==> config.mk <==
export PLATFORM = sky130hd
export DESIGN_NAME = cpuTop
export DESIGN_NICKNAME = d
export VERILOG_FILES = /design/src/hdl/cpuPkg.sv /design/src/hdl/ctrlBus_if.sv /design/src/hdl/controlUnit.sv /design/src/hdl/regFile.sv /design/src/hdl/busArbiter.sv /design/src/hdl/alu.sv /design/src/hdl/cpuTop.sv
export SDC_FILE = /design/constraint.sdc
export NUM_CORES = 1
export LEC_CHECK = 0
export BUFFER_PORTS_ARGS = -buffer_cell sky130_fd_sc_hd__buf_2
export CELL_PAD_IN_SITES_DETAIL_PLACEMENT = 0
export CELL_PAD_IN_SITES_GLOBAL_PLACEMENT = 1
export CORE_MARGIN = 2
export CORE_UTILIZATION = 44
export DETAILED_ROUTE_END_ITERATION = 8
export PLACE_DENSITY_LB_ADDON = 0.1
export SETUP_SLACK_MARGIN = 0.05
export SLEW_MARGIN = 20
export SYNTH_ARGS = -nofsm -noshare
export SYNTH_HDL_FRONTEND = slang
export SYNTH_SLANG_ARGS = --single-unit
==> constraint.sdc <==
create_clock -name Clk -period 4.5 [get_ports Clk]
set_input_delay 0.45 -clock Clk [delete_from_list [all_inputs] [get_ports Clk]]
set_output_delay 0.45 -clock Clk [all_outputs]
set_load 0.05 [all_outputs]
==> src/hdl/cpuPkg.sv <==
package cpuPkg;

    localparam int DataWidth   = 8;   // Bus, register and memory word
    localparam int AddrWidth   = 8;
    localparam int InstrWidth  = 8;   // One ROM byte per instruction or operand
    localparam int BusSelWidth = 4;
    localparam int AluOpWidth  = 2;

    // Upper nibble of an instruction
    localparam logic [3:0]
        OpNoop   = 4'd0,
        OpJmp    = 4'd1,
        OpCopy   = 4'd2,   // N1 only
        OpLoad   = 4'd3,
        OpStore  = 4'd4,
        OpAssign = 4'd5,
        OpReset  = 4'd6,
        OpMove   = 4'd7,
        OpSet    = 4'd8,
        OpMul    = 4'd9,
        OpAdd    = 4'd10,  // T into AC
        OpInc    = 4'd11,
        OpEnd    = 4'd15;

    // Lower nibble, meaning depends on the opcode
    localparam logic [3:0]
        JmpN     = 4'd2,
        LoadC1   = 4'd0,
        LoadC2   = 4'd1,
        AssignC1 = 4'd0,
        AssignC2 = 4'd1,
        AssignC3 = 4'd2,
        ResetAll = 4'd0,
        ResetN2  = 4'd1,
        MoveP    = 4'd0,
        MoveT    = 4'd1,
        MoveC1   = 4'd2,
        SetC1    = 4'd0,
        SetDr    = 4'd1,
        IncC2    = 4'd0,
        IncC3    = 4'd1,
        IncN2    = 4'd2;

    // Shared bus sources
    localparam logic [BusSelWidth-1:0]
        BusNone = 4'd0,    // Bus reads as zero
        BusMem  = 4'd1,
        BusAr   = 4'd2,
        BusDr   = 4'd3,
        BusP    = 4'd4,
        BusT    = 4'd5,
        BusN1   = 4'd6,
        BusC1   = 4'd7,
        BusC2   = 4'd8,
        BusC3   = 4'd9,
        BusAc   = 4'd10,
        BusRom  = 4'd11;

    // Bit positions in the register write vector
    localparam int
        RegPc   = 0,
        RegIr   = 1,
        RegAr   = 2,
        RegDr   = 3,
        RegP    = 4,
        RegT    = 5,
        RegN1   = 6,
        RegC1   = 7,
        RegC2   = 8,
        RegC3   = 9,
        RegAc   = 10,
        NumRegs = 11;

    localparam int
        IncPcBit = 0,
        IncN2Bit = 1,
        IncC2Bit = 2,
        IncC3Bit = 3,
        NumIncs  = 4;

    localparam int
        ClrT    = 0,
        ClrN2   = 1,
        ClrAc   = 2,
        NumClrs = 3;

    localparam logic [AluOpWidth-1:0]
        AluNone = 2'd0,
        AluSet  = 2'd1,
        AluAdd  = 2'd2,
        AluMul  = 2'd3;

    // The same ROM byte is either an instruction or an immediate operand
    typedef union packed {
        struct packed {
            logic [3:0] op;
            logic [3:0] sub;
        } f;
        logic [InstrWidth-1:0] imm;
    } instrWord_u;

endpackage

==> src/hdl/ctrlBus_if.sv <==
`timescale 1ns/1ps

interface ctrlBus_if
    import cpuPkg::*;
();

    logic [NumRegs-1:0]     regWrite;  // One load enable per register
    logic [BusSelWidth-1:0] busSrc;    // Who owns the shared bus
    logic [NumIncs-1:0]     incEn;
    logic [NumClrs-1:0]     clrEn;
    logic [AluOpWidth-1:0]  aluOp;

    // Control word source
    modport ctrl (
        output regWrite, busSrc, incEn, clrEn, aluOp
    );

    // Datapath peers only listen
    modport dp (
        input regWrite, busSrc, incEn, clrEn, aluOp
    );

endinterface

==> src/hdl/controlUnit.sv <==
`timescale 1ns/1ps

module controlUnit
    import cpuPkg::*;
(
    input  logic       Clk,
    input  logic       rstN,
    ctrlBus_if.ctrl    cb,
    input  instrWord_u instr,
    input  logic       zero,
    output logic       iromRead,
    output logic       memRead,
    output logic       memWrite,
    output logic       halted
);

    localparam logic [4:0]
        SIdle    = 5'd0,
        SFetch1  = 5'd1,
        SFetch2  = 5'd2,
        SDecode  = 5'd3,
        SExec    = 5'd4,   // All single-cycle instructions
        SJmpTest = 5'd5,
        SJmpRead = 5'd6,
        SJmpAr   = 5'd7,
        SJmpPc   = 5'd8,
        SJmpSkip = 5'd9,
        SAsgRead = 5'd10,
        SAsgAr   = 5'd11,
        SAsgDst  = 5'd12,
        SLdAddr  = 5'd13,
        SLdRead  = 5'd14,
        SLdData  = 5'd15,
        SStDr    = 5'd16,
        SStAddr  = 5'd17,
        SStWrite = 5'd18,
        SCpRead  = 5'd19,
        SCpAr    = 5'd20,
        SCpMemRd = 5'd21,
        SCpDr    = 5'd22,
        SCpN1    = 5'd23,
        SHalt    = 5'd24;

    logic [4:0] state;
    logic [4:0] nextState;

    always_ff @(posedge Clk or negedge rstN) begin
        if (!rstN) begin
            state <= SIdle;
        end else begin
            state <= nextState;
        end
    end

    assign halted = (state == SHalt);

    always_comb begin
        nextState   = SFetch1;  // Most sequences close back into fetch
        iromRead    = 1'b0;
        memRead     = 1'b0;
        memWrite    = 1'b0;
        cb.regWrite = '0;
        cb.busSrc   = BusNone;
        cb.incEn    = '0;
        cb.clrEn    = '0;
        cb.aluOp    = AluNone;

        case (state)
            SFetch1: begin
                iromRead  = 1'b1;
                nextState = SFetch2;
            end
            SFetch2: begin                      // IR <= ROM[PC], PC++
                cb.busSrc          = BusRom;
                cb.regWrite[RegIr] = 1'b1;
                cb.incEn[IncPcBit] = 1'b1;
                nextState          = SDecode;
            end
            SDecode: begin
                // Bad sub-opcodes fall through to fetch
                case (instr.f.op)
                    OpJmp:    if (instr.f.sub == JmpN) nextState = SJmpTest;
                    OpCopy:   nextState = SCpRead;
                    OpLoad:   if (instr.f.sub inside {LoadC1, LoadC2}) nextState = SLdAddr;
                    OpStore:  nextState = SStDr;
                    OpAssign: begin
                        if (instr.f.sub inside {AssignC1, AssignC2, AssignC3})
                            nextState = SAsgRead;
                    end
                    OpReset, OpMove, OpSet, OpMul, OpAdd, OpInc: nextState = SExec;
                    OpEnd:    nextState = SHalt;
                    default:  nextState = SFetch1;
                endcase
            end
            SExec: begin
                case (instr.f.op)
                    OpMove: begin
                        cb.busSrc           = BusAc;
                        cb.regWrite[RegP]   = (instr.f.sub == MoveP);
                        cb.regWrite[RegT]   = (instr.f.sub == MoveT);
                        cb.regWrite[RegC1]  = (instr.f.sub == MoveC1);
                    end
                    OpSet: begin
                        cb.aluOp            = AluSet;
                        cb.busSrc           = (instr.f.sub == SetDr) ? BusDr : BusC1;
                        cb.regWrite[RegAc]  = instr.f.sub inside {SetC1, SetDr};
                    end
                    OpAdd: begin                // AC <= AC + T
                        cb.aluOp            = AluAdd;
                        cb.busSrc           = BusT;
                        cb.regWrite[RegAc]  = 1'b1;
                    end
                    OpMul: begin
                        cb.aluOp            = AluMul;
                        cb.busSrc           = BusP;
                        cb.regWrite[RegAc]  = 1'b1;
                    end
                    OpInc: begin
                        cb.incEn[IncC2Bit]  = (instr.f.sub == IncC2);
                        cb.incEn[IncC3Bit]  = (instr.f.sub == IncC3);
                        cb.incEn[IncN2Bit]  = (instr.f.sub == IncN2);
                    end
                    OpReset: begin
                        cb.clrEn[ClrT]      = (instr.f.sub == ResetAll);
                        cb.clrEn[ClrAc]     = (instr.f.sub == ResetAll);
                        cb.clrEn[ClrN2]     = instr.f.sub inside {ResetAll, ResetN2};
                    end
                    default: cb.aluOp = AluNone;
                endcase
            end
            SJmpTest: nextState = zero ? SJmpSkip : SJmpRead;  // Loop until N2 reaches N1
            SJmpSkip: cb.incEn[IncPcBit] = 1'b1;               // Step over the target byte
            SJmpRead: begin
                iromRead  = 1'b1;
                nextState = SJmpAr;
            end
            SJmpAr: begin
                cb.busSrc          = BusRom;
                cb.regWrite[RegAr] = 1'b1;
                nextState          = SJmpPc;
            end
            SJmpPc: begin
                cb.busSrc          = BusAr;
                cb.regWrite[RegPc] = 1'b1;
            end
            SAsgRead: begin
                iromRead  = 1'b1;
                nextState = SAsgAr;
            end
            SAsgAr: begin                       // AR <= immediate, PC++
                cb.busSrc          = BusRom;
                cb.regWrite[RegAr] = 1'b1;
                cb.incEn[IncPcBit] = 1'b1;
                nextState          = SAsgDst;
            end
            SAsgDst: begin
                cb.busSrc          = BusAr;
                cb.regWrite[RegC1] = (instr.f.sub == AssignC1);
                cb.regWrite[RegC2] = (instr.f.sub == AssignC2);
                cb.regWrite[RegC3] = (instr.f.sub == AssignC3);
            end
            SLdAddr: begin
                cb.busSrc          = (instr.f.sub == LoadC2) ? BusC2 : BusC1;
                cb.regWrite[RegAr] = 1'b1;
                nextState          = SLdRead;
            end
            SLdRead: begin
                memRead   = 1'b1;
                nextState = SLdData;
            end
            SLdData: begin
                cb.busSrc          = BusMem;
                cb.regWrite[RegDr] = 1'b1;
            end
            SStDr: begin
                cb.busSrc          = BusT;
                cb.regWrite[RegDr] = 1'b1;
                nextState          = SStAddr;
            end
            SStAddr: begin
                cb.busSrc          = BusC3;
                cb.regWrite[RegAr] = 1'b1;
                nextState          = SStWrite;
            end
            SStWrite: memWrite = 1'b1;          // mem[AR] <= DR
            SCpRead: begin
                iromRead  = 1'b1;
                nextState = SCpAr;
            end
            SCpAr: begin
                cb.busSrc          = BusRom;
                cb.regWrite[RegAr] = 1'b1;
                cb.incEn[IncPcBit] = 1'b1;
                nextState          = SCpMemRd;
            end
            SCpMemRd: begin
                memRead   = 1'b1;
                nextState = SCpDr;
            end
            SCpDr: begin
                cb.busSrc          = BusMem;
                cb.regWrite[RegDr] = 1'b1;
                nextState          = SCpN1;
            end
            SCpN1: begin
                cb.busSrc          = BusDr;
                cb.regWrite[RegN1] = 1'b1;
            end
            SHalt: nextState = SHalt;           // Parked until reset
            default: nextState = SFetch1;       // Idle after reset
        endcase
    end

endmodule

==> src/hdl/regFile.sv <==
`timescale 1ns/1ps

module regFile
    import cpuPkg::*;
#(
    parameter int DataWidth = cpuPkg::DataWidth
) (
    input  logic                  Clk,
    input  logic                  rstN,
    ctrlBus_if.dp                 cb,
    input  logic [DataWidth-1:0]  busData,
    input  logic [DataWidth-1:0]  accNext,
    output logic [DataWidth-1:0]  pc,
    output logic [DataWidth-1:0]  ar,
    output logic [DataWidth-1:0]  dr,
    output logic [DataWidth-1:0]  p,
    output logic [DataWidth-1:0]  t,
    output logic [DataWidth-1:0]  n1,
    output logic [DataWidth-1:0]  n2,
    output logic [DataWidth-1:0]  c1,
    output logic [DataWidth-1:0]  c2,
    output logic [DataWidth-1:0]  c3,
    output logic [DataWidth-1:0]  ac,
    output logic [InstrWidth-1:0] instr
);

    // Indexed by write-enable bit position
    logic [DataWidth-1:0] regs [NumRegs];

    always_ff @(posedge Clk or negedge rstN) begin
        if (!rstN) begin
            for (int i = 0; i < NumRegs; i++) begin
                regs[i] <= '0;
            end
            n2 <= '0;
        end else begin
            for (int i = 0; i < NumRegs; i++) begin
                if (cb.regWrite[i]) begin
                    regs[i] <= (i == RegAc) ? accNext : busData;  // AC only via the ALU
                end
            end

            if (cb.incEn[IncPcBit])
                regs[RegPc] <= regs[RegPc] + 1'b1;
            if (cb.incEn[IncC2Bit])
                regs[RegC2] <= regs[RegC2] + 1'b1;
            if (cb.incEn[IncC3Bit])
                regs[RegC3] <= regs[RegC3] + 1'b1;

            // Clears come last and win
            if (cb.clrEn[ClrT])
                regs[RegT] <= '0;
            if (cb.clrEn[ClrAc])
                regs[RegAc] <= '0;

            // Loop counter, never loaded from the bus
            if (cb.clrEn[ClrN2])
                n2 <= '0;
            else if (cb.incEn[IncN2Bit])
                n2 <= n2 + 1'b1;
        end
    end

    assign pc    = regs[RegPc];
    assign ar    = regs[RegAr];
    assign dr    = regs[RegDr];
    assign p     = regs[RegP];
    assign t     = regs[RegT];
    assign n1    = regs[RegN1];
    assign c1    = regs[RegC1];
    assign c2    = regs[RegC2];
    assign c3    = regs[RegC3];
    assign ac    = regs[RegAc];
    assign instr = regs[RegIr][InstrWidth-1:0];

endmodule

==> src/hdl/busArbiter.sv <==
`timescale 1ns/1ps

module busArbiter
    import cpuPkg::*;
#(
    parameter int DataWidth = cpuPkg::DataWidth,
    parameter int AddrWidth = cpuPkg::AddrWidth
) (
    input  logic                  Clk,
    input  logic                  rstN,
    ctrlBus_if.dp                 cb,
    input  logic [DataWidth-1:0]  memRdData,
    input  logic [InstrWidth-1:0] iromData,
    input  logic [DataWidth-1:0]  pc,
    input  logic [DataWidth-1:0]  ar,
    input  logic [DataWidth-1:0]  dr,
    input  logic [DataWidth-1:0]  p,
    input  logic [DataWidth-1:0]  t,
    input  logic [DataWidth-1:0]  n1,
    input  logic [DataWidth-1:0]  c1,
    input  logic [DataWidth-1:0]  c2,
    input  logic [DataWidth-1:0]  c3,
    input  logic [DataWidth-1:0]  ac,
    output logic [AddrWidth-1:0]  memAddr,
    output logic [AddrWidth-1:0]  iromAddr,
    output logic [DataWidth-1:0]  memWrData,
    output logic [DataWidth-1:0]  busData
);

    logic [BusSelWidth-1:0] lastSrc;
    logic [InstrWidth-1:0]  romQ;
    logic [DataWidth-1:0]   memQ;
    instrWord_u             romWord;
    logic [DataWidth-1:0]   memWord;

    always_ff @(posedge Clk or negedge rstN) begin
        if (!rstN) begin
            lastSrc <= BusNone;
        end else begin
            lastSrc <= cb.busSrc;
        end
    end

    // Read data is only good in the cycle after the strobe.
    // Capture it there and keep it while the same source holds the bus.
    always_ff @(posedge Clk) begin
        if (lastSrc != BusRom)
            romQ <= iromData;
        if (lastSrc != BusMem)
            memQ <= memRdData;
    end

    assign romWord = (lastSrc == BusRom) ? romQ : iromData;
    assign memWord = (lastSrc == BusMem) ? memQ : memRdData;

    always_comb begin
        case (cb.busSrc)
            BusMem:  busData = memWord;
            BusRom:  busData = DataWidth'(romWord.imm);  // Operand byte, not an opcode
            BusAr:   busData = ar;
            BusDr:   busData = dr;
            BusP:    busData = p;
            BusT:    busData = t;
            BusN1:   busData = n1;
            BusC1:   busData = c1;
            BusC2:   busData = c2;
            BusC3:   busData = c3;
            BusAc:   busData = ac;
            default: busData = '0;
        endcase
    end

    assign iromAddr  = AddrWidth'(pc);
    assign memAddr   = AddrWidth'(ar);
    assign memWrData = dr;

endmodule

==> src/hdl/alu.sv <==
`timescale 1ns/1ps

module alu
    import cpuPkg::*;
#(
    parameter int DataWidth = cpuPkg::DataWidth
) (
    ctrlBus_if.dp                cb,
    input  logic [DataWidth-1:0] busData,
    input  logic [DataWidth-1:0] ac,
    input  logic [DataWidth-1:0] p,
    input  logic [DataWidth-1:0] n1,
    input  logic [DataWidth-1:0] n2,
    output logic [DataWidth-1:0] accNext,
    output logic                 zero
);

    // Results wrap at DataWidth
    always_comb begin
        case (cb.aluOp)
            AluSet:  accNext = busData;
            AluAdd:  accNext = busData + ac;
            AluMul:  accNext = DataWidth'(p * ac);  // P is also on the bus here
            default: accNext = ac;
        endcase
    end

    // Loop exit test for JMP N
    assign zero = (n1 == n2);

endmodule

==> src/hdl/cpuTop.sv <==
`timescale 1ns/1ps

module cpuTop
    import cpuPkg::*;
#(
    parameter int DataWidth = cpuPkg::DataWidth,
    parameter int AddrWidth = cpuPkg::AddrWidth
) (
    input  logic                  Clk,
    input  logic                  rstN,
    output logic                  iromRead,
    output logic [AddrWidth-1:0]  iromAddr,
    input  logic [InstrWidth-1:0] iromData,
    output logic                  memRead,
    output logic                  memWrite,
    output logic [AddrWidth-1:0]  memAddr,
    output logic [DataWidth-1:0]  memWrData,
    input  logic [DataWidth-1:0]  memRdData,
    output logic                  halted
);

    ctrlBus_if cb ();

    logic [DataWidth-1:0]  busData;
    logic [DataWidth-1:0]  accNext;
    logic                  zero;
    logic [InstrWidth-1:0] instr;
    logic [DataWidth-1:0]  pc, ar, dr, p, t;
    logic [DataWidth-1:0]  n1, n2, c1, c2, c3, ac;

    controlUnit u_ctrl (
        .Clk      (Clk),
        .rstN     (rstN),
        .cb       (cb.ctrl),
        .instr    (instr),
        .zero     (zero),
        .iromRead (iromRead),
        .memRead  (memRead),
        .memWrite (memWrite),
        .halted   (halted)
    );

    regFile #(
        .DataWidth (DataWidth)
    ) u_regs (
        .Clk     (Clk),
        .rstN    (rstN),
        .cb      (cb.dp),
        .busData (busData),
        .accNext (accNext),
        .pc      (pc),
        .ar      (ar),
        .dr      (dr),
        .p       (p),
        .t       (t),
        .n1      (n1),
        .n2      (n2),
        .c1      (c1),
        .c2      (c2),
        .c3      (c3),
        .ac      (ac),
        .instr   (instr)
    );

    busArbiter #(
        .DataWidth (DataWidth),
        .AddrWidth (AddrWidth)
    ) u_arb (
        .Clk       (Clk),
        .rstN      (rstN),
        .cb        (cb.dp),
        .memRdData (memRdData),
        .iromData  (iromData),
        .pc        (pc),
        .ar        (ar),
        .dr        (dr),
        .p         (p),
        .t         (t),
        .n1        (n1),
        .c1        (c1),
        .c2        (c2),
        .c3        (c3),
        .ac        (ac),
        .memAddr   (memAddr),
        .iromAddr  (iromAddr),
        .memWrData (memWrData),
        .busData   (busData)
    );

    alu #(
        .DataWidth (DataWidth)
    ) u_alu (
        .cb      (cb.dp),
        .busData (busData),
        .ac      (ac),
        .p       (p),
        .n1      (n1),
        .n2      (n2),
        .accNext (accNext),
        .zero    (zero)
    );

endmodule

; ---- After elaboration in Yosys (flattened, before gate mapping)
; Cells that the tools add are included.
[totals]
word_cells = 148
inputBits = 18
out_inout_bits = 28
ff_bits = 121
[classes]
mul = 1
eq_ne = 57
add_sub_neg = 5
n_mux = 48
n_reduce_logical = 21
[ops]
columns = op, count
row1 = $mux 8, 14
row2 = $pmux 8 s11, 1
row3 = $pmux 5 s17, 1
row4 = $eq 5x5->1 const B, 9
row5 = $eq 4x4->1 const B, 10
row6 = $eq 5x4->1 const B, 8
row7 = $pmux 5 s7, 1
row8 = $add 8x1->8 const B, 4
row9 = $eq 4x3->1 const B, 8
row10 = $pmux 4 s8, 1
row11 = $pmux 8 s3, 1
row12 = $eq 4x2->1 const B, 5
row13 = $eq 5x3->1 const B, 4
row14 = $mux 3, 6
row15 = $eq 4x1->1 const B, 4
row16 = $mux 4, 4
row17 = $pmux 4 s4, 1
row18 = $reduce_bool 2->1, 7
row19 = $reduce_or 4->1, 3
row20 = $mux 1, 11
row21 = $eq 5x2->1 const B, 2
row22 = $add 8x8->8, 1
row23 = $eq 8x8->1, 1
row24 = $mul 8x8->8, 1
row25 = 16 further kinds, 24

; ---- Depth between registers and ports, before layout
; Gate-level depths: netlist (run 1).
[logic_depth]
depth_word = 10
ltp_mapped = 22
ltp_nobuf = 18

; ---- Hierarchy
; From an unflattened synthesis (run 1), not the netlist that was laid out.
[hier_totals]
hier_cells = 881
hier_area_um2 = 8679.6
[modules_own_cells]
columns = module, area_per_inst_um2, cells_each, seq_area_each_um2, instances
row1 = regFile, 4257.8, 349, 2402.3, 1
row2 = busArbiter, 1833.0, 187, 580.6, 1
row3 = alu, 1475.2, 177, 0.0, 1
row4 = controlUnit, 1113.6, 168, 125.1, 1

; ---- Worst setup path after synthesis (run 1)
; Ideal clock, no wire load.
[synth_timing]
path_type = register to register
from = reg u_ctrl.state[2]
to = reg u_regs.regs, in the netlist u_regs.ac[7]
setup_ns = 0.124
period_less_slack_ns = 4.822
path_stages_with_launch = 21
t_required_ns = 4.376
t_arrival_ns = 4.698
n_path_buf = 3
slack_ns = -0.322
path_cell_list = dfrtp_1 -> or3b_1 -> buf_2 -> a2bb2o_1 -> or3_1 -> nor3_2 -> buf_6 -> mux2i_1 -> o2bb2ai_1 -> a221oi_1 -> clkbuf_1 -> inv_1 -> ha_1 -> a21o_1 -> a21oi_1 -> o21bai_1 -> a2111o_1 -> and3_1 -> o21ai_0 -> o22ai_1 -> a211o_1
[synth_via]
elab_chain_len = 9
word_cells_on_any_way = 42
classes_between = add/sub: 1 / eq/ne: 27 / mux: 8 / reduce/logical: 6
[synth_lines]
columns = item, line_no
row1 = start: declaration, controlUnit.sv:44  ; logic [4:0] state;
row2 = start signal: assignment, controlUnit.sv:49  ; state <= SIdle;
row3 = start signal: assignment, controlUnit.sv:51  ; state <= nextState;
row4 = $eq 5x2->1 (tied with other cells), controlUnit.sv:68  ; case (state)
row5 = $reduce_or 4->1 (no line) or $reduce_or 2->1 (tied branches), -
row6 = $pmux 4 s8 *, controlUnit.sv:68
row7 = $eq 4x4->1 (tied with other cells), busArbiter.sv:57  ; case (cb.busSrc)
row8 = $pmux 8 s11 *, busArbiter.sv:57
row9 = via busData[1], cpuTop.sv:24  ; logic [DataWidth-1:0] busData;
row10 = $add 8x8->8 *, alu.sv:22  ; AluAdd: accNext = busData + ac;
row11 = $pmux 8 s3 *, alu.sv:20  ; case (cb.aluOp)
row12 = $mux 8 *, regFile.sv:38  ; if (cb.regWrite[i]) begin
row13 = $mux 8 *, regFile.sv:53  ; if (cb.clrEn[ClrAc])
row14 = end signal: indexed assignment, regFile.sv:39  ; regs[i] <= (i == RegAc) ? accNext : busData;
row15 = end signal: indexed assignment, regFile.sv:44  ; regs[RegPc] <= regs[RegPc] + 1'b1;
row16 = end signal: indexed assignment, regFile.sv:46  ; regs[RegC2] <= regs[RegC2] + 1'b1;
row17 = end: declaration, regFile.sv:28  ; logic [DataWidth-1:0] regs [NumRegs];
; Mark *: on every way through the listed nets, which the timed path passes. The rest lies on a longest branch. The select of a mux whose other input is x is not followed.
; A chain may end at the register's enable or synchronous reset.

; ---- Final worst setup path (run 1)
[layout_timing]
from = reg u_ctrl.state[1]
to = reg u_regs.regs, in the netlist u_regs.ac[7]
[layout_via]
elab_chain_len = 9
word_cells_on_any_way = 42
classes_between = add/sub: 1 / eq/ne: 27 / mux: 8 / reduce/logical: 6
[layout_lines]
columns = item, line_no
row1 = $eq 5x2->1 (tied with other cells), controlUnit.sv:68
row2 = $reduce_or 4->1 (no line) or $reduce_or 2->1 (tied branches), -
row3 = $pmux 4 s8 *, controlUnit.sv:68
row4 = via cb.busSrc[0], ctrlBus_if.sv:8  ; logic [BusSelWidth-1:0] busSrc;
row5 = $eq 4x4->1 (tied with other cells), busArbiter.sv:57
row6 = $pmux 8 s11 *, busArbiter.sv:57
row7 = via busData[1], cpuTop.sv:24
row8 = $add 8x8->8 *, alu.sv:22
row9 = $pmux 8 s3 *, alu.sv:20
row10 = $mux 8 *, regFile.sv:38
row11 = $mux 8 *, regFile.sv:53
; Marked as above.

==> results.json, run 1 <==
{
  "status": "finished, final reports clean",
  "syn_nets": 896,
  "timing.rr.end": "u_regs.ac[7]",
  "clkSlewWorstSetupHoldPaths_ps": 60,
  "cts_tree": "done",
  "ys_top_cells_by_count": "dfrtp_1 (105), nand2_1 (83), nor2_1 (70), a21oi_1 (45), o21ai_0 (40)",
  "drc_errors": 0,
  "viasPerCell": 5.84,
  "coreArea_sq_um": 17400,
  "hold_viol": 0,
  "fin_crit_ps": 4360,
  "cp_data_required_time_ps": 4800,
  "p_sw_mw": 3.01,
  "numClockSinks": 121,
  "internal_power_mw": 3.56,
  "setup_viol": 0,
  "die_width_um": 138,
  "synth_most_common_cell": "dfrtp_1",
  "multi_input_area_sq_um": 4510,
  "cp_max_fo": 5,
  "clock_skew_ps": 8.28,
  "rsz0062_at_grt": "no",
  "cts_max_level": 4,
  "netlist_area_sq_um": 7860,
  "grt_remaining_overflow": 0,
  "drive_gt1_share_pct": 21.4,
  "ys_top_cells_by_area": "dfrtp_1 (33%), edfxtp_1 (6.1%), ha_1 (4.6%)",
  "fmax_mhz": 229,
  "synth_top_area_share_pct": 33.4,
  "die-area_sq_um": 19000,
  "grt_pass1_wl_mm": 36.9,
  "synthFlopType": "dfrtp_1",
  "hold_class": "in -> reg",
  "slew_viol_final": 0,
  "cap_violations": 0,
  "path_class": "reg -> reg",
  "grt_pass1_vias": 6694,
  "ant_nets": 0,
  "syn_to_final_growth_pct": 19.5,
  "tightest_slew_ps": 894,
  "rr_worst_depth": 18,
  "p_leak_nw": 4.20,
  "gp_congestion": 0.920,
  "maxSlewHeadroom_pct": 40.2,
  "diodes": 0,
  "grt_max_degree": 39,
  "synth-async-reset-ratio_pct": 86.8,
  "first_pass_iters": 5,
  "ys_ff_latch": 121,
  "fp-row-count": 48,
  "synth.largest_area_cell": "dfrtp_1",
  "wl_per_cell_um": 20.4,
  "reg2reg_slack_ps": 140,
  "numCtsBuffers": 17,
  "end_kind": "flop",
  "portBuffers": 45,
  "post-route-util_pct": 54.1,
  "switching_share_pct": 45.8,
  "setup_ws_ps": 142,
  "syn_avg_cell_area_sq_um": 9.40,
  "period_share_pct": 96.8,
  "combPwrFrac_pct": 56.0,
  "power_density_nw_per_um2": 700,
  "clkPwrFrac_pct": 20.4,
  "antenna_found_initial": 0,
  "preCtsSetupSlack_ps": -29.3,
  "finalWirelength_mm": 23.6,
  "drt-initial-drc-count": 608,
  "peakVddDrop_uv": 429,
  "synth-warning-count": 0,
  "fin_nets": 981,
  "regArea_sq_um": 3110,
  "vias": 6769,
  "clockBufferDepth": 2,
  "synth_enable_flop_cells": 16,
  "netlist_instances": 836,
  "hpwl_mm": 17.2,
  "dpl.cell_count": 1112,
  "synth_cell_types": 75,
  "cp.arrival_ps": 4660,
  "crit_path_end": "u_regs.ac[7]",
  "min_from": "memRdData[1]",
  "die_h_um": 138,
  "io_pins": 46,
  "initial_core_util_pct": 45.3,
  "grt_usage_pct": 26.0,
  "rr_startpoint": "u_ctrl.state[1]",
  "worstSetupStartpoint": "u_ctrl.state[1]",
  "cp-start-kind": "flop",
  "clk_latency_ps": 420,
  "p_seq_share_pct": 23.6,
  "yosysSeqAreaShare_pct": 39.5,
  "fillers": 1589,
  "stdcell_count": 1159,
  "cts_root_buf": "clkbuf_16"
}
cell families after synthesis:
family | after synthesis | synth area share, %
buf+inv | 89 | 4.68
xor+xnor | 37 | 4.12
mux | 41 | 5.52
fa+ha+maj | 42 | 7.93
flops | 121 | 39.5
simple gates | 284 | 18.4
compound gates | 222 | 19.9
layout by cell type, fill, tap and decap left out, types with 6 or more instances in the layout:
cell,synthesis,routed
xor2_1,19,19
nand2_1,83,83
clkbuf_16,0,17
nor3_1,15,14
nand3_1,10,10
mux2i_1,22,22
o21ai_1,18,19
nand4_1,9,9
buf_2,9,44
ha_1,29,26
and2_1,28,28
nor4_1,9,8
a21oi_1,45,43
fa_1,13,12
o21ai_0,40,39
nand2b_1,12,12
inv_1,39,37
edfxtp_1,16,16
a22oi_1,13,13
dfrtp_1,105,105
buf_4,0,68
and3_1,10,8
a221o_1,8,8
or3_1,7,6
o22ai_1,6,6
o221ai_1,14,14
a22o_1,7,7
mux2_2,18,18
nor3b_1,6,6
xnor2_1,18,18
nor2_1,70,69
what timing repair did:
| action | 4_1_cts | 5_1_grt |
|---|---|---|
| buffers inserted | 6 | 8 |
| pin swaps | 3 | 10 |
| hold buffers | 1 | 0 |
| endpoints found under the setup margin | 2 | 2 |
| gates resized for setup | 2 | 12 |
| endpoints found under the hold margin | 9 | 0 |
worst min-delay path by stage:
| stage | end | slack [ps] | cells after the start |
|---|---|---|---|
| after floorplan | u_arb.lastSrc[0] | 150 | 0 |
| final | u_arb.memQ[1] | 210 | 1 |
| after detailed placement | u_regs.n2[2] | 440 | 1 |
| after CTS | u_arb.memQ[1] | 200 | 1 |
| after global routing | u_arb.romQ[4] | 210 | 1 |
| after global placement | u_regs.n2[3] | 430 | 1 |
worst max-delay path, cell delays in order, from the launching register on:
cell	delay (ps)
dfrtp_1	380
or3b_4	430
or4_4	560
o211a_1	240
and3_4	200
inv_4	70
nor2_2	60
o2bb2ai_1	130
a221oi_2	310
inv_2	100
ha_4	240
a21o_1	180
a21oi_2	170
o21bai_1	110
a2111o_1	430
and3_4	180
o21ai_1	110
o22ai_1	90
a211o_1	240
layout make-up:
type,instances,area share [%]
clock inverters,13,1.37
repair buffers,115,8.22
clock buffers,19,4.72
multi-input cells,626,48.0
flip-flops and latches,121,33.1
well taps,225,3.00
inverters,40,1.63
metrics by stage:
step	hold slack (ps)	area, sq um	setup TNS (ps)	total power [mW]
after CTS	202	9270	0	6.44
after global routing	209	9390	0	6.95
final	215	9390	0	6.57
after global placement	426	8620	0	4.97
after detailed placement	436	8620	-29.3	5.01
after floorplan	154	7900	0	3.95
power by group through the flow:
| stage | Clock (mW) | Sequential (mW) | Combinational [mW] |
|---|---|---|---|
| detailed placement | 0 | 1.57 | 3.44 |
| finish | 1.34 | 1.55 | 3.68 |
| global placement | 0 | 1.56 | 3.42 |
| global route | 1.40 | 1.58 | 3.97 |
| floorplan | 0 | 1.85 | 2.10 |
| CTS | 1.36 | 1.55 | 3.53 |
sequential cells by signal, indices dropped and copies added, names as in the netlist:
signal         flops
u_regs.ar          8
u_regs.ac          8
u_regs.c3          8
u_arb.lastSrc      4
u_regs.n1          8
u_regs.dr          8
u_regs.c2          8
u_regs.instr       8
u_regs.n2          8
u_ctrl.state       5
u_regs.pc          8
u_regs.t           8
u_arb.memQ         8
u_arb.romQ         8
u_regs.c1          8
u_regs.p           8
layer usage:
metal / vias up / GRT usage (%) / wire, um
li1: 3229 / - / -
met1: 3318 / 37.1 / 11200
met2: 185 / 39.4 / 10700
met3: 37 / 5.08 / 1080
met4: 0 / 9.28 / 608
met5: - / 0 / 0
(Power assumes the default switching activity.)
==> run 2: changes to the inputs <==
--- a/config.mk
+++ b/config.mk
@@ -9,7 +9,7 @@
 export CELL_PAD_IN_SITES_DETAIL_PLACEMENT = 0
 export CELL_PAD_IN_SITES_GLOBAL_PLACEMENT = 1
 export CORE_MARGIN = 2
-export CORE_UTILIZATION = 44
+export CORE_UTILIZATION = 52
 export DETAILED_ROUTE_END_ITERATION = 8
 export PLACE_DENSITY_LB_ADDON = 0.1
 export SETUP_SLACK_MARGIN = 0.05
==> constraint.sdc (replaced) <==
create_clock -name Clk -period 5.3 [get_ports Clk]
set_input_delay 0.53 -clock Clk [delete_from_list [all_inputs] [get_ports Clk]]
set_output_delay 0.53 -clock Clk [all_outputs]
set_load 0.05 [all_outputs]
==> run 2 against run 1 <==
Design area decreased by 3.9%; fmax decreased by 11%; non-clock buffer count decreased by 34; clock power decreased by 9.7%; via count increased by 0.16%; final cell count decreased by 6.5%; highest routed layer unchanged.
==> results.json, run 2 (same netlist as run 1, synthesis figures left out) <==
{
  "die_h_um": 127,
  "grt_max_degree": 68,
  "hpwl_mm": 16.5,
  "wl_per_cell_um": 21.1,
  "tightest_slew_ps": 1070,
  "stdcell_count": 1084,
  "io_pins": 46,
  "final_cell_mix": "dfrtp_1 (104), nand2_1 (83), nor2_1 (70), a21oi_1 (45), buf_2 (44)",
  "drive_gt1_share_pct": 16.8,
  "rsz0062_at_grt": "no",
  "first_pass_iters": 6,
  "fin_crit_ps": 4920,
  "fillers": 1264,
  "initial_core_util_pct": 53.7,
  "fmax_mhz": 203,
  "cp_data_required_time_ps": 5610,
  "drc_errors": 0,
  "setup-tns-final_ps": 0,
  "postCtsSetupBuffers": 0,
  "setup_viol": 0,
  "hold_class": "in -> async",
  "clk_latency_ps": 430,
  "gp_congestion": 0.922,
  "worstSetupStartpoint": "u_ctrl.state[0]",
  "regArea_sq_um": 3110,
  "clock_skew_ps": 11.0,
  "period_share_pct": 92.9,
  "fin_nets": 947,
  "reg2reg_slack_ps": 380,
  "cp_max_fo": 11,
  "grt_pass1_vias": 6689,
  "dpl.cell_count": 1052,
  "vias": 6780,
  "coreArea_sq_um": 14600,
  "cts_root_buf": "clkbuf_16",
  "cts_tree": "done",
  "setup_ws_ps": 376,
  "rr_startpoint": "u_ctrl.state[0]",
  "grt_pass1_wl_mm": 36.9,
  "portBuffers": 45,
  "drt-initial-drc-count": 602,
  "finalWirelength_mm": 22.9,
  "power_density_nw_per_um2": 603,
  "timing.rr.end": "u_regs.ac[7]",
  "status": "finished, final reports clean",
  "syn_to_final_growth_pct": 14.8,
  "ant_nets": 0,
  "cap_violations": 0,
  "p_total_mw": 5.45,
  "clkSlewWorstSetupHoldPaths_ps": 60,
  "rr_worst_depth": 19,
  "grt_remaining_overflow": 0,
  "numCtsBuffers": 17,
  "slew_viol_final": 0,
  "cts_max_level": 4,
  "final_area_sq_um": 9030,
  "viasPerCell": 6.25,
  "clockBufferDepth": 2,
  "numClockSinks": 121,
  "end_kind": "flop",
  "cp.arrival_ps": 5230,
  "fp-row-count": 44,
  "multi_input_area_sq_um": 4430,
  "die_width_um": 127,
  "p_leak_nw": 4.05,
  "path_class": "reg -> reg",
  "preCtsSetupSlack_ps": 436,
  "antenna_found_initial": 0,
  "peakVddDrop_uv": 398,
  "die-area_sq_um": 16100,
  "cp-start-kind": "flop",
  "diodes": 0,
  "final_common_cell": "dfrtp_1",
  "placed_area_sq_um": 8410,
  "grt_usage_pct": 29.7,
  "maxSlewHeadroom_pct": 28.4,
  "hold_viol": 0
}
run 2: layout make-up:
cell class / instances / share of cell area [%]
Clock inverter: 15 / 2.08
Inverter: 40 / 1.66
Sequential cell: 121 / 34.4
Timing Repair Buffer: 81 / 5.52
Clock buffer: 17 / 4.71
Tap cell: 184 / 2.55
Multi-Input combinational cell: 626 / 49.0
run 2: metrics by stage:
| stage | util, % | hold WS [ps] |
|---|---|---|
| after floorplan | - | 234 |
| after global placement | 57.4 | 477 |
| after detailed placement | 57.4 | 494 |
| after CTS | 61.6 | 253 |
| after global routing | 61.6 | 283 |
| final | 61.6 | 219 |
run 2: timing repair:
item	4_1_cts	5_1_grt
hold buffers	0	0
gates resized for setup	0	1
endpoints found under the setup margin	0	1
run 2: worst max-delay path: stages, from the launching register on:
cell and delay [ps]:
dfrtp_1 490, or3b_1 440, or4_4 620, o31ai_4 210, nor3_2 50, buf_4 200
inv_1 150, nor2_1 120, o2bb2ai_1 150, a221oi_2 290, inv_1 130, ha_1 310
a21o_1 180, a21oi_1 220, o21bai_1 120, a2111o_1 440, and3_1 190, o21ai_0 160
o22ai_1 100, a211o_1 230
run 2: how the worst max path moves through the flow:
stage | to | slack, ps | cells past startpoint
finish | u_regs.ac[7] | 380 | 19
global route | u_regs.ac[7] | 90 | 19
CTS | u_regs.ac[7] | 380 | 19
detailed placement | u_regs.ac[7] | 440 | 19
global placement | u_regs.ac[7] | 510 | 19
floorplan | u_regs.ac[7] | 480 | 20
run 2: metal layers:
layer | up-vias | global-route usage [%] | share of wire [%]
met3 | 40 | 5.95 | 6.5
met2 | 248 | 48.7 | 49
met1 | 3338 | 39.7 | 43
met4 | 0 | 9.89 | 2.1
li1 | 3154 | - | -
met5 | - | 0 | 0
run 2: where the power goes:
group | total (mW) | switching, mW | internal, mW
clock | 1.21 | 0.465 | 0.749
sequential | 1.37 | 0.214 | 1.15
combinational | 2.87 | 1.83 | 1.03
